--- config.mk ---
export PLATFORM = sky130hd
export DESIGN_NAME = clb
export DESIGN_NICKNAME = d
export VERILOG_FILES = /design/src/verilog/clb_pkg.sv /design/src/verilog/stream_if.sv /design/src/verilog/cfg_bus_if.sv /design/src/verilog/lin_mul.sv /design/src/verilog/lin_add.sv /design/src/verilog/clb_regs.sv /design/src/verilog/clb.sv
export SDC_FILE = /design/constraint.sdc
export NUM_CORES = 2
export LEC_CHECK = 0
export BUFFER_PORTS_ARGS = -buffer_cell sky130_fd_sc_hd__buf_2
export CAP_MARGIN = 25
export CORE_MARGIN = 4
export CORE_UTILIZATION = 35
export CTS_BUF_LIST = sky130_fd_sc_hd__clkbuf_4
export DETAILED_ROUTE_END_ITERATION = 12
export GPL_ROUTABILITY_DRIVEN = 0
export PLACE_DENSITY_LB_ADDON = 0.2
export SLEW_MARGIN = 20
export SYNTH_ARGS = -nofsm -noshare
export SYNTH_HDL_FRONTEND = slang
export SYNTH_SLANG_ARGS = --single-unit
--- constraint.sdc ---
create_clock -name bus -period 6.7 [get_ports bus]
set_input_delay 1.005 -clock bus [delete_from_list [all_inputs] [get_ports bus]]
set_output_delay 1.005 -clock bus [all_outputs]
set_load 0.01 [all_outputs]
--- src/verilog/clb_pkg.sv ---
/*
 * calibration package
 * sample and bus types, channel counts
 * register word map of the gain and offset bank
 */

package clb_pkg;

  //////////////////////////////////////////////////////////////////////
  // sample widths and types
  //////////////////////////////////////////////////////////////////////

  localparam int gen_dw = 14;
  localparam int osc_dw = 16;

  typedef logic signed [gen_dw-1:0] gen_sample_t;
  typedef logic signed [osc_dw-1:0] osc_sample_t;

  // channel counts
  localparam int num_gen = 2;
  localparam int num_osc = 2;

  // unity gain, 1 << (width - 2)
  localparam gen_sample_t gen_unity = gen_sample_t'(1 << (gen_dw - 2));
  localparam osc_sample_t osc_unity = osc_sample_t'(1 << (osc_dw - 2));

  //////////////////////////////////////////////////////////////////////
  // system bus and register map
  //////////////////////////////////////////////////////////////////////

  typedef logic [31:0] bus_addr_t;
  typedef logic [31:0] bus_data_t;
  typedef logic [2:0]  reg_idx_t;

  // word index sits in byte address bits 4..2
  localparam int reg_idx_lsb = 2;
  localparam int reg_idx_msb = 4;

  // word = base + 2*channel + sel
  localparam int reg_osc_base  = 0;
  localparam int reg_gen_base  = 2 * num_osc;
  localparam int reg_gain_sel  = 0;
  localparam int reg_offs_sel  = 1;
  localparam int reg_num_words = 2 * (num_osc + num_gen);

endpackage

--- src/verilog/stream_if.sv ---
/*
 * sample stream interface
 * data, last, valid, ready with source and sink views
 */

`timescale 1ns/1ps

interface stream_if #(
  // sample width
  parameter int dw = 14
) ();

  // payload
  logic signed [dw-1:0] data;
  logic                 last;
  // handshake
  logic                 valid;
  logic                 ready;

  // producer side
  modport source (
    output data, last, valid,
    input  ready
  );

  // consumer side
  modport sink (
    input  data, last, valid,
    output ready
  );

endinterface

--- src/verilog/cfg_bus_if.sv ---
/*
 * system bus interface
 * single-cycle wen/ren strobes, registered ack, rdata and err
 */

`timescale 1ns/1ps

interface cfg_bus_if ();

  // request, driven by the master
  clb_pkg::bus_addr_t addr;
  clb_pkg::bus_data_t wdata;
  logic               wen;
  logic               ren;

  // response, one cycle after the strobe
  clb_pkg::bus_data_t rdata;
  logic               ack;
  logic               err;

  // top level side
  modport master (
    output addr, wdata, wen, ren,
    input  rdata, ack, err
  );

  // register bank side
  modport slave (
    input  addr, wdata, wen, ren,
    output rdata, ack, err
  );

endinterface

--- src/verilog/lin_mul.sv ---
/*
 * gain stage
 * signed multiply, shift by dw-2, saturate, one pipeline register
 */

`timescale 1ns/1ps

module lin_mul #(
  // sample width, at least 3
  parameter int dw = 14
) (
  input  logic                 bus,
  input  logic                 arst_n,
  stream_if.sink               sti,
  stream_if.source             sto,
  input  logic signed [dw-1:0] gain
);

  // full product width
  localparam int pw = 2 * dw;

  // saturation limits
  localparam logic signed [dw-1:0] max_val = {1'b0, {(dw-1){1'b1}}};
  localparam logic signed [dw-1:0] min_val = {1'b1, {(dw-1){1'b0}}};

  logic signed [pw-1:0] prod;
  logic signed [pw-1:0] shifted;
  logic                 ovf;
  logic signed [dw-1:0] sat;

  //////////////////////////////////////////////////////////////////////
  // arithmetic
  //////////////////////////////////////////////////////////////////////

  // both operands signed, so the product is sign extended to pw
  assign prod = sti.data * gain;

  // arithmetic shift floors, i.e. rounds toward minus infinity
  assign shifted = prod >>> (dw - 2);

  // fits only if bits pw-1..dw-1 are all equal
  assign ovf = ~((&shifted[pw-1:dw-1]) | ~(|shifted[pw-1:dw-1]));

  // clamp to the range, direction from the sign
  assign sat = ovf ? (shifted[pw-1] ? min_val : max_val) : shifted[dw-1:0];

  //////////////////////////////////////////////////////////////////////
  // pipeline register
  //////////////////////////////////////////////////////////////////////

  // take a beat when empty or when the held one leaves
  assign sti.ready = ~sto.valid | sto.ready;

  always_ff @(posedge bus or negedge arst_n) begin
    if (!arst_n) begin
      sto.valid <= 1'b0;
    end else if (sti.ready) begin
      sto.valid <= sti.valid;
    end
  end

  // payload only moves on a transfer
  always_ff @(posedge bus) begin
    if (sti.ready && sti.valid) begin
      sto.data <= sat;
      sto.last <= sti.last;
    end
  end

endmodule

--- src/verilog/lin_add.sv ---
/*
 * offset stage
 * signed add with one guard bit, saturate, one pipeline register
 */

`timescale 1ns/1ps

module lin_add #(
  // sample width, at least 3
  parameter int dw = 14
) (
  input  logic                 bus,
  input  logic                 arst_n,
  stream_if.sink               sti,
  stream_if.source             sto,
  input  logic signed [dw-1:0] offset
);

  // saturation limits
  localparam logic signed [dw-1:0] max_val = {1'b0, {(dw-1){1'b1}}};
  localparam logic signed [dw-1:0] min_val = {1'b1, {(dw-1){1'b0}}};

  logic signed [dw:0]   sum;
  logic                 ovf;
  logic signed [dw-1:0] sat;

  //////////////////////////////////////////////////////////////////////
  // arithmetic
  //////////////////////////////////////////////////////////////////////

  // one extra bit, cannot wrap
  assign sum = {sti.data[dw-1], sti.data} + {offset[dw-1], offset};

  // top two bits differ -> out of range
  assign ovf = sum[dw] ^ sum[dw-1];

  // sign of the wide sum picks the limit
  assign sat = ovf ? (sum[dw] ? min_val : max_val) : sum[dw-1:0];

  //////////////////////////////////////////////////////////////////////
  // pipeline register
  //////////////////////////////////////////////////////////////////////

  // same rule as the gain stage, ready passes straight back
  assign sti.ready = ~sto.valid | sto.ready;

  always_ff @(posedge bus or negedge arst_n) begin
    if (!arst_n) begin
      sto.valid <= 1'b0;
    end else if (sti.ready) begin
      sto.valid <= sti.valid;
    end
  end

  always_ff @(posedge bus) begin
    if (sti.ready && sti.valid) begin
      sto.data <= sat;
      sto.last <= sti.last;
    end
  end

endmodule

--- src/verilog/clb_regs.sv ---
/*
 * calibration register bank
 * gain and offset words per channel, write decode, read mux
 * registered ack, rdata and err
 */

`timescale 1ns/1ps

module clb_regs (
  input  logic                                          bus,
  input  logic                                          arst_n,
  cfg_bus_if.slave                                      cfg,
  output clb_pkg::gen_sample_t [clb_pkg::num_gen-1:0]   gen_gain,
  output clb_pkg::gen_sample_t [clb_pkg::num_gen-1:0]   gen_offset,
  output clb_pkg::osc_sample_t [clb_pkg::num_osc-1:0]   osc_gain,
  output clb_pkg::osc_sample_t [clb_pkg::num_osc-1:0]   osc_offset
);

  clb_pkg::reg_idx_t  idx;
  clb_pkg::bus_data_t rd_mux;

  // word index, upper address bits ignored so the map repeats
  assign idx = cfg.addr[clb_pkg::reg_idx_msb:clb_pkg::reg_idx_lsb];

  //////////////////////////////////////////////////////////////////////
  // write decode
  //////////////////////////////////////////////////////////////////////

  always_ff @(posedge bus or negedge arst_n) begin
    if (!arst_n) begin
      // unity gain, zero offset
      for (int i = 0; i < clb_pkg::num_gen; i++) begin
        gen_gain[i]   <= clb_pkg::gen_unity;
        gen_offset[i] <= '0;
      end
      for (int i = 0; i < clb_pkg::num_osc; i++) begin
        osc_gain[i]   <= clb_pkg::osc_unity;
        osc_offset[i] <= '0;
      end
    end else if (cfg.wen) begin
      // only the low sample bits of wdata are kept
      for (int i = 0; i < clb_pkg::num_gen; i++) begin
        if (idx == clb_pkg::reg_gen_base + 2*i + clb_pkg::reg_gain_sel)
          gen_gain[i] <= cfg.wdata[clb_pkg::gen_dw-1:0];
        if (idx == clb_pkg::reg_gen_base + 2*i + clb_pkg::reg_offs_sel)
          gen_offset[i] <= cfg.wdata[clb_pkg::gen_dw-1:0];
      end
      for (int i = 0; i < clb_pkg::num_osc; i++) begin
        if (idx == clb_pkg::reg_osc_base + 2*i + clb_pkg::reg_gain_sel)
          osc_gain[i] <= cfg.wdata[clb_pkg::osc_dw-1:0];
        if (idx == clb_pkg::reg_osc_base + 2*i + clb_pkg::reg_offs_sel)
          osc_offset[i] <= cfg.wdata[clb_pkg::osc_dw-1:0];
      end
    end
  end

  //////////////////////////////////////////////////////////////////////
  // read mux and response
  //////////////////////////////////////////////////////////////////////

  // signed words widen with sign extension on assignment
  always_comb begin
    rd_mux = '0;
    for (int i = 0; i < clb_pkg::num_gen; i++) begin
      if (idx == clb_pkg::reg_gen_base + 2*i + clb_pkg::reg_gain_sel) rd_mux = gen_gain[i];
      if (idx == clb_pkg::reg_gen_base + 2*i + clb_pkg::reg_offs_sel) rd_mux = gen_offset[i];
    end
    for (int i = 0; i < clb_pkg::num_osc; i++) begin
      if (idx == clb_pkg::reg_osc_base + 2*i + clb_pkg::reg_gain_sel) rd_mux = osc_gain[i];
      if (idx == clb_pkg::reg_osc_base + 2*i + clb_pkg::reg_offs_sel) rd_mux = osc_offset[i];
    end
  end

  // ack one cycle after either strobe
  // err flags words past the end of the map, none with 8 words
  always_ff @(posedge bus or negedge arst_n) begin
    if (!arst_n) begin
      cfg.ack <= 1'b0;
      cfg.err <= 1'b0;
    end else begin
      cfg.ack <= cfg.wen | cfg.ren;
      cfg.err <= (cfg.wen | cfg.ren) & (idx >= clb_pkg::reg_num_words);
    end
  end

  // read data lines up with ack
  always_ff @(posedge bus) begin
    if (cfg.ren) begin
      cfg.rdata <= rd_mux;
    end
  end

endmodule

--- src/verilog/clb.sv ---
/*
 * calibration top level
 * gen chains: gain then offset, osc chains: offset then gain
 * register bank on the system bus
 */

`timescale 1ns/1ps

module clb (
  input  logic                                          bus,
  input  logic                                          arst_n,
  // generator streams in
  input  clb_pkg::gen_sample_t [clb_pkg::num_gen-1:0]   gen_data,
  input  logic                 [clb_pkg::num_gen-1:0]   gen_last,
  input  logic                 [clb_pkg::num_gen-1:0]   gen_valid,
  output logic                 [clb_pkg::num_gen-1:0]   gen_ready,
  // DAC streams out
  output clb_pkg::gen_sample_t [clb_pkg::num_gen-1:0]   dac_data,
  output logic                 [clb_pkg::num_gen-1:0]   dac_last,
  output logic                 [clb_pkg::num_gen-1:0]   dac_valid,
  input  logic                 [clb_pkg::num_gen-1:0]   dac_ready,
  // ADC streams in
  input  clb_pkg::osc_sample_t [clb_pkg::num_osc-1:0]   adc_data,
  input  logic                 [clb_pkg::num_osc-1:0]   adc_last,
  input  logic                 [clb_pkg::num_osc-1:0]   adc_valid,
  output logic                 [clb_pkg::num_osc-1:0]   adc_ready,
  // oscilloscope streams out
  output clb_pkg::osc_sample_t [clb_pkg::num_osc-1:0]   osc_data,
  output logic                 [clb_pkg::num_osc-1:0]   osc_last,
  output logic                 [clb_pkg::num_osc-1:0]   osc_valid,
  input  logic                 [clb_pkg::num_osc-1:0]   osc_ready,
  // system bus
  input  clb_pkg::bus_addr_t                            bus_addr,
  input  clb_pkg::bus_data_t                            bus_wdata,
  input  logic                                          bus_wen,
  input  logic                                          bus_ren,
  output clb_pkg::bus_data_t                            bus_rdata,
  output logic                                          bus_ack,
  output logic                                          bus_err
);

  // calibration levels from the bank
  clb_pkg::gen_sample_t [clb_pkg::num_gen-1:0] gen_gain;
  clb_pkg::gen_sample_t [clb_pkg::num_gen-1:0] gen_offset;
  clb_pkg::osc_sample_t [clb_pkg::num_osc-1:0] osc_gain;
  clb_pkg::osc_sample_t [clb_pkg::num_osc-1:0] osc_offset;

  //////////////////////////////////////////////////////////////////////
  // system bus and register bank
  //////////////////////////////////////////////////////////////////////

  cfg_bus_if cfg ();

  // plain ports onto the bus interface
  assign cfg.addr  = bus_addr;
  assign cfg.wdata = bus_wdata;
  assign cfg.wen   = bus_wen;
  assign cfg.ren   = bus_ren;
  assign bus_rdata = cfg.rdata;
  assign bus_ack   = cfg.ack;
  assign bus_err   = cfg.err;

  clb_regs u_regs (
    .bus        (bus),
    .arst_n     (arst_n),
    .cfg        (cfg),
    .gen_gain   (gen_gain),
    .gen_offset (gen_offset),
    .osc_gain   (osc_gain),
    .osc_offset (osc_offset)
  );

  //////////////////////////////////////////////////////////////////////
  // generator chains, gen -> mul -> add -> dac
  //////////////////////////////////////////////////////////////////////

  for (genvar i = 0; i < clb_pkg::num_gen; i++) begin : g_gen
    stream_if #(.dw(clb_pkg::gen_dw)) gen_in ();
    stream_if #(.dw(clb_pkg::gen_dw)) gen_mid ();
    stream_if #(.dw(clb_pkg::gen_dw)) dac_out ();

    // input port side
    assign gen_in.data  = gen_data[i];
    assign gen_in.last  = gen_last[i];
    assign gen_in.valid = gen_valid[i];
    assign gen_ready[i] = gen_in.ready;

    lin_mul #(.dw(clb_pkg::gen_dw)) u_mul (
      .bus    (bus),
      .arst_n (arst_n),
      .sti    (gen_in),
      .sto    (gen_mid),
      .gain   (gen_gain[i])
    );

    lin_add #(.dw(clb_pkg::gen_dw)) u_add (
      .bus    (bus),
      .arst_n (arst_n),
      .sti    (gen_mid),
      .sto    (dac_out),
      .offset (gen_offset[i])
    );

    // DAC port side
    assign dac_data[i]   = dac_out.data;
    assign dac_last[i]   = dac_out.last;
    assign dac_valid[i]  = dac_out.valid;
    assign dac_out.ready = dac_ready[i];
  end

  //////////////////////////////////////////////////////////////////////
  // oscilloscope chains, adc -> add -> mul -> osc
  //////////////////////////////////////////////////////////////////////

  for (genvar i = 0; i < clb_pkg::num_osc; i++) begin : g_osc
    stream_if #(.dw(clb_pkg::osc_dw)) adc_in ();
    stream_if #(.dw(clb_pkg::osc_dw)) osc_mid ();
    stream_if #(.dw(clb_pkg::osc_dw)) osc_out ();

    assign adc_in.data  = adc_data[i];
    assign adc_in.last  = adc_last[i];
    assign adc_in.valid = adc_valid[i];
    assign adc_ready[i] = adc_in.ready;

    // offset first, reverse of the gen path
    lin_add #(.dw(clb_pkg::osc_dw)) u_add (
      .bus    (bus),
      .arst_n (arst_n),
      .sti    (adc_in),
      .sto    (osc_mid),
      .offset (osc_offset[i])
    );

    lin_mul #(.dw(clb_pkg::osc_dw)) u_mul (
      .bus    (bus),
      .arst_n (arst_n),
      .sti    (osc_mid),
      .sto    (osc_out),
      .gain   (osc_gain[i])
    );

    assign osc_data[i]   = osc_out.data;
    assign osc_last[i]   = osc_out.last;
    assign osc_valid[i]  = osc_out.valid;
    assign osc_out.ready = osc_ready[i];
  end

endmodule

Word level (Yosys, flattened, before mapping). Cells that the tools add are included.

Register bits after elaboration: 289. Logic and storage cells: 127. Input bits: 140. Output and inout port bits: 106.

$add $sub $neg: 4. Eq/ne operators: 7. Multipliers: 4. Reduce and logical (&&, ||, !) cells: 25. Mux-type cells: 24. Bitwise logic cells: 29.

Operator list (count): $mux W32 (8); $mux W16 (8); $mux W14 (8); $mul A16 B16 Y32 (2); $mul A14 B14 Y28 (2); $add A16 B16 Y17 (2); $add A14 B14 Y15 (2); $reduce_and A2 Y1 (8); $or A1 B1 Y1 (13); $eq A3 B3 Y1 const B (4); $not A1 Y1 (12); $reduce_and A3 Y1 (4); $reduce_or A3 Y1 (4); $logic_and A1 B1 Y1 (8); $eq A3 B2 Y1 const B (2); $xor A1 B1 Y1 (4); $eq A3 B1 Y1 const B (1); $logic_not A3 Y1 (1).

Logic depth before layout (Yosys ltp).
Word-level depth: 9. Depth in mapped cells: 26. Depth with buffers taken out: 24.

Cells and area by module. From an unflattened synthesis, not the netlist that was laid out.

Cells, all modules: 5159. Area total of the unflattened synthesis: 50551.0 µm².

By module, submodules not included: lin_mul at g_osc[0].u_mul (instances 1, cells each 1114, sequential area each 535.5 µm², area an instance 10410.0 µm²); lin_mul at g_osc[1].u_mul (instances 1, cells each 1087, sequential area each 535.5 µm², area an instance 10364.9 µm²); lin_mul at g_gen[0].u_mul (instances 1, cells each 902, sequential area each 475.5 µm², area an instance 8241.7 µm²); lin_mul at g_gen[1].u_mul (instances 1, cells each 848, sequential area each 475.5 µm², area an instance 8027.7 µm²); clb_regs (instances 1, cells each 454, sequential area each 3513.4 µm², area an instance 6437.4 µm²); lin_add at g_osc[0].u_add ... (instances 2, cells each 206, sequential area each 535.5 µm², area an instance 1919.3 µm²); lin_add at g_gen[0].u_add ... (instances 2, cells each 165, sequential area each 475.5 µm², area an instance 1570.3 µm²); clb (instances 1, cells each 12, sequential area each 0.0 µm², area an instance 90.1 µm²).

Worst setup path before layout. OpenSTA, ideal clock, no wires.

Kind: input to register. From: in gen_data[7] (netlist bit). To: reg g_gen[0].u_mul.sto.data[2] (data pin). Buffers on the path: 2. Required time: 6.433 ns. Arrival: 6.796 ns. Setup time: 0.267 ns. Slack: -0.364 ns. Stages on the path: 23. Cell sequence: clkbuf_1 -> nand2_1 -> fa_1 -> fa_1 -> fa_1 -> inv_1 -> fa_1 -> fa_1 -> inv_1 -> fa_1 -> inv_1 -> ha_1 -> a21o_1 -> a21o_1 -> a2111oi_2 -> o31ai_1 -> a31oi_2 -> o31ai_1 -> a31o_2 -> xor2_1 -> a21oi_2 -> buf_2 -> o22ai_1.

Word-level cells in the longest chain between the ends: 5. Elaborated cells between the ends (all ways): 7. Classes of those cells: 1 x mul; 2 x mux; 2 x bitwise; 2 x reduce/logical.

Ends and longest elaborated chain: start: declaration (RTL line clb.sv:13) `input clb_pkg::gen_sample_t [clb_pkg::num_gen-1:0] gen_data,`; $mul A14 B14 Y28 (*) (RTL line lin_mul.sv:36) `assign prod = sti.data * gain;`; $reduce_or A3 Y1 (RTL line lin_mul.sv:42) `assign ovf = ~((&shifted[pw-1:dw-1]) | ~(|shifted[pw-1:dw-1]));`; $not A1 Y1 (RTL line lin_mul.sv:42); $or A1 B1 Y1 (RTL line lin_mul.sv:42); $mux W14 (*) (RTL line lin_mul.sv:45) `assign sat = ovf ? (shifted[pw-1] ? min_val : max_val) : shifted[dw-1:0];`; net g_gen[0].u_mul.sat[2] (RTL line lin_mul.sv:29) `logic signed [dw-1:0] sat;`; end signal: assignment (RTL line lin_mul.sv:65) `sto.data <= sat;`; end: declaration (RTL line stream_if.sv:22) `output data, last, valid,`.

The timed path passes the listed nets; every way through them passes the cells marked *. A chain may end at the register's enable or synchronous reset.

Worst setup path after layout.
From: reg g_osc[1].u_add.sto.data[15]. To: reg g_osc[1].u_mul.sto.data[8] (data pin).

Word-level cells in the longest chain between the ends: 5. Elaborated cells between the ends (all ways): 7. Classes of those cells: 1 x mul; 2 x mux; 2 x bitwise; 2 x reduce/logical.

Ends and longest elaborated chain: start: declaration (RTL line stream_if.sv:22); start signal: assignment (RTL line lin_add.sv:57) `sto.data <= sat;`; $mul A16 B16 Y32 (*) (RTL line lin_mul.sv:36); $reduce_or A3 Y1 (RTL line lin_mul.sv:42); $not A1 Y1 (RTL line lin_mul.sv:42); $or A1 B1 Y1 (RTL line lin_mul.sv:42); $mux W16 (*) (RTL line lin_mul.sv:45); net g_osc[1].u_mul.sat[8] (RTL line lin_mul.sv:29); end signal: assignment (RTL line lin_mul.sv:65); end: declaration (RTL line stream_if.sv:22).

Marks and branches as above.

==> run summary <==
Across all layers, the routed design uses 33300 vias. The run gives 6146 as the synthesized netlist net count. The tools report the overall overflow remaining after global route as 0. TritonCTS built the clock tree.

For this run, the detailed router's first-pass iteration total came to 7. The synthesized design contains 144 enable-type register cells. The critical path is of the reg2reg type.

The worst-case register-to-register setup slack is -6 ps, and the register bit count reported by yosys is 273. Maximum number of pins on one net before global-route repair: 91. STA puts the critical path data required time at 7320 ps. The fraction of layout cells with a size suffix above 1 was 0.201. Static timing analysis puts the maximum clock frequency at 149 MHz. Once detailed placement completed, the half-perimeter wirelength came to 108000 microns. Setup violations remaining at the end of the flow were counted as 4. The tools report the share of the yosys chip area belonging to registers as 0.160. The standard cell core area is 134000 sq um, and the detail-routed via count per cell is 4.69. The global-route usage over all layers is 0.186, and the post-synthesis async set-or-reset flop share is 0.473. The endpoint type of the worst setup path is a register. During I/O placement, the number of pins put on the boundary was 246. For the starting utilization of the core area, the log shows 0.353.

Ranked by total cell area, the synthesized netlist is headed by sky130_fd_sc_hd__fa_1, sky130_fd_sc_hd__ha_1, sky130_fd_sc_hd__edfxtp_1, sky130_fd_sc_hd__inv_1, sky130_fd_sc_hd__dfrtp_1. The cell sitting at the root of the clock tree is a sky130_fd_sc_hd__clkbuf_4. The number of global-route vias before repair was 36000.

STA classifies the critical path startpoint as a register. Number of synthesis warnings: 0. The tools report the DRC violation count after routing as 0. In this run the core area contains 134 standard-cell rows. Buffers placed on the I/O ports in this run total 199. The run gives 13400 as the fill cell instance count of the final layout. Across the routed clock network, the largest skew measured is 61.5 ps. Data arrives at the worst endpoint at 7330 ps. The area fraction of the dominant cell type after synthesis was 0.387; the largest fanout on the critical path was 7. The run gives 204000 microns as the wire length of the first global-routing pass. The clock passes through at most 3 buffers. Final clock period utilization by the worst path: 1.00. The synthesized design spends more area on one cell type than any other, namely sky130_fd_sc_hd__fa_1.

In this run the vertical extent of the chip is 376 microns. Most common cell in the netlist: sky130_fd_sc_hd__inv_1. By count the netlist is led by sky130_fd_sc_hd__inv_1, sky130_fd_sc_hd__fa_1, sky130_fd_sc_hd__nand2_1.

Area overhead of the layout relative to synthesis: 16.0%. The number of hold-slack violations in the final timing report was 0. The run finished, with violations left.

The post-layout worst setup margin was -6.17 ps. The post-synthesis cell type count was 88; the clock edge transition at the registers on the reported setup and hold paths was 70 ps. After layout, the minimum clock period comes to 6710 ps.

The checks that failed: setup timing. Counting every instance in the synthesized netlist gives 4746. The mean area per synthesized cell was 9.96 sq um; the actual transition at the worst max-transition pin was 995 ps. The run gives 47300 sq um as the combined area of all synthesized cells. The clock network latency to the later pin of the worst-skew pair is 920 ps, and the detailed router's first-iteration violation count is 1660. In this run the horizontal extent of the chip is 376 microns. After detailed routing, the average wire length per cell comes to 17.9 microns.

The total of max-cap violations was 0. Class of the tightest hold or removal check: in2reg. The die covers 141000 sq um. After detailed routing, the total wire length is 127000 microns.

The final max-slew violation count is 0, and the level count of the clock H-tree is 3. The count of antenna-violating nets left after detailed routing was 0; the number of antenna violations at the first check in global routing was 19. The logs give 78 for the number of buffers created by CTS and 0.337 for the worst max-slew margin expressed relative to the limit.

Setup repair after global routing could not meet its margin everywhere. For the number of nets in the final layout, the log shows 6662. After routing, the total negative slack on setup checks comes to -18.4 ps.

The clock drives 273 sinks. The most frequently used flop master after synthesis was sky130_fd_sc_hd__edfxtp_1.
[state kept, by name, indices dropped and copies added, names as in the netlist, 16 cells and up]
name and flops:
g_osc.u_add.sto.data 32, g_gen.u_add.sto.data 28, u_regs.osc_gain 32, g_osc.u_mul.sto.data 32, u_regs.gen_offset 28, g_gen.u_mul.sto.data 28
u_regs.osc_offset 32, u_regs.cfg.rdata 16, u_regs.gen_gain 28
[critical path, cell delays in order, from the launching register on]
cell and delay (ps):
sky130_fd_sc_hd__edfxtp_1 460, sky130_fd_sc_hd__buf_6 180, sky130_fd_sc_hd__and2_4 160, sky130_fd_sc_hd__fa_2 600
sky130_fd_sc_hd__inv_2 50, sky130_fd_sc_hd__fa_1 550, sky130_fd_sc_hd__clkinvlp_4 110, sky130_fd_sc_hd__buf_8 150
sky130_fd_sc_hd__fa_2 520, sky130_fd_sc_hd__inv_1 60, sky130_fd_sc_hd__fa_2 550, sky130_fd_sc_hd__inv_1 50
sky130_fd_sc_hd__fa_1 490, sky130_fd_sc_hd__fa_1 420, sky130_fd_sc_hd__ha_1 350, sky130_fd_sc_hd__and3_1 270
sky130_fd_sc_hd__nand3_1 100, sky130_fd_sc_hd__o21ai_1 310, sky130_fd_sc_hd__a31oi_1 150, sky130_fd_sc_hd__xnor2_1 270
sky130_fd_sc_hd__o211ai_1 250, sky130_fd_sc_hd__buf_4 240, sky130_fd_sc_hd__a21o_1 150
[layout by cell type, fill, tap and decap left out, drive strengths merged, types with 17 or more instances in the layout]
cell type,instances
a21o,90
a21oi,100
a22oi,17
and2,418
buf,637
clkbuf,118
clkinv,20
dfrtp,125
edfxtp,144
fa,914
ha,346
inv,1074
mux2,139
nand2,485
nand2b,46
nand3,31
nor2,107
nor3,22
o21a,35
o21ai,81
xnor2,105
xor2,44
[metrics by stage]
step | hold slack (ps) | worst slack, ps | std cells | area (sq um) | utilization
2_1_floorplan | 400 | -24.7 | 4746 | 47500 | -
3_3_place_gp | 403 | -363 | 6907 | 52900 | 0.395
3_5_place_dp | 411 | -433 | 6908 | 52900 | 0.395
4_1_cts | 94.1 | 15.6 | 7061 | 54200 | 0.405
5_1_grt | 179 | -263 | 7099 | 54800 | 0.410
6_report | 282 | -6.17 | 7107 | 54800 | 0.410
[path summary, 6_finish.rpt]
| check | start | to | cells past startpoint |
|---|---|---|---|
| max | g_osc[1].u_add.sto.data[15] | g_osc[1].u_mul.sto.data[8] | 22 |
| min | adc_last[0] | g_osc[0].u_add.sto.last | 1 |
| max reg2reg | g_osc[1].u_add.sto.data[15] | g_osc[1].u_mul.sto.data[8] | 22 |
| min reg2reg | g_osc[1].u_add.sto.last | g_osc[1].u_mul.sto.last | 0 |
| max in group asynchronous | arst_n | u_regs.osc_gain[2] | 3 |
| min in group asynchronous | arst_n | g_gen[1].u_mul.sto.valid | 2 |
[per-layer routing]
layer,up-vias,global-route usage,share of wire
li1,15600,-,-
met1,17000,0.265,0.47
met3,90,0.0338,0.060
met5,-,0,0.00043
met2,627,0.298,0.46
met4,8,0.0358,0.015
[timing repair]
item,4_1_cts,5_1_grt
resized for setup,17,96
setup buffers,10,29
endpoints found under the hold margin,0,23
hold buffers,0,1
gates cloned,0,2
setup endpoints to repair,30,49
pin swaps,6,56
[area by class of cell]
cell class	count	area, sq um	share of cell area
multi-input combinational	3196	35300	0.643
sequential	273	7580	0.138
timing repair buffer	639	4650	0.0848
inverter	1074	4040	0.0736
tap	1768	2210	0.0403
clock buffer	117	878	0.0160
clock inverter	26	200	0.00365
antenna	14	35.0	0.000639
[cell families (layout without fill, tap and decap cells)]
logic type / after synthesis / after routing / share of synthesized area
adders and majority gates: 1262 / 1262 / 0.479
muxes: 161 / 161 / 0.0407
DFF: 273 / 273 / 0.160
buffers and inverters: 1277 / 1856 / 0.104
xor gates and xnor gates: 149 / 149 / 0.0276
other: 1 / 15 / 0.0000793
and+or+nand+nor: 1181 / 1181 / 0.125
AOI/OAI and AO/OA: 442 / 442 / 0.0636
Power is not shown: default switching activity piles up to over one toggle a cycle in this logic, so the estimate is an artifact.
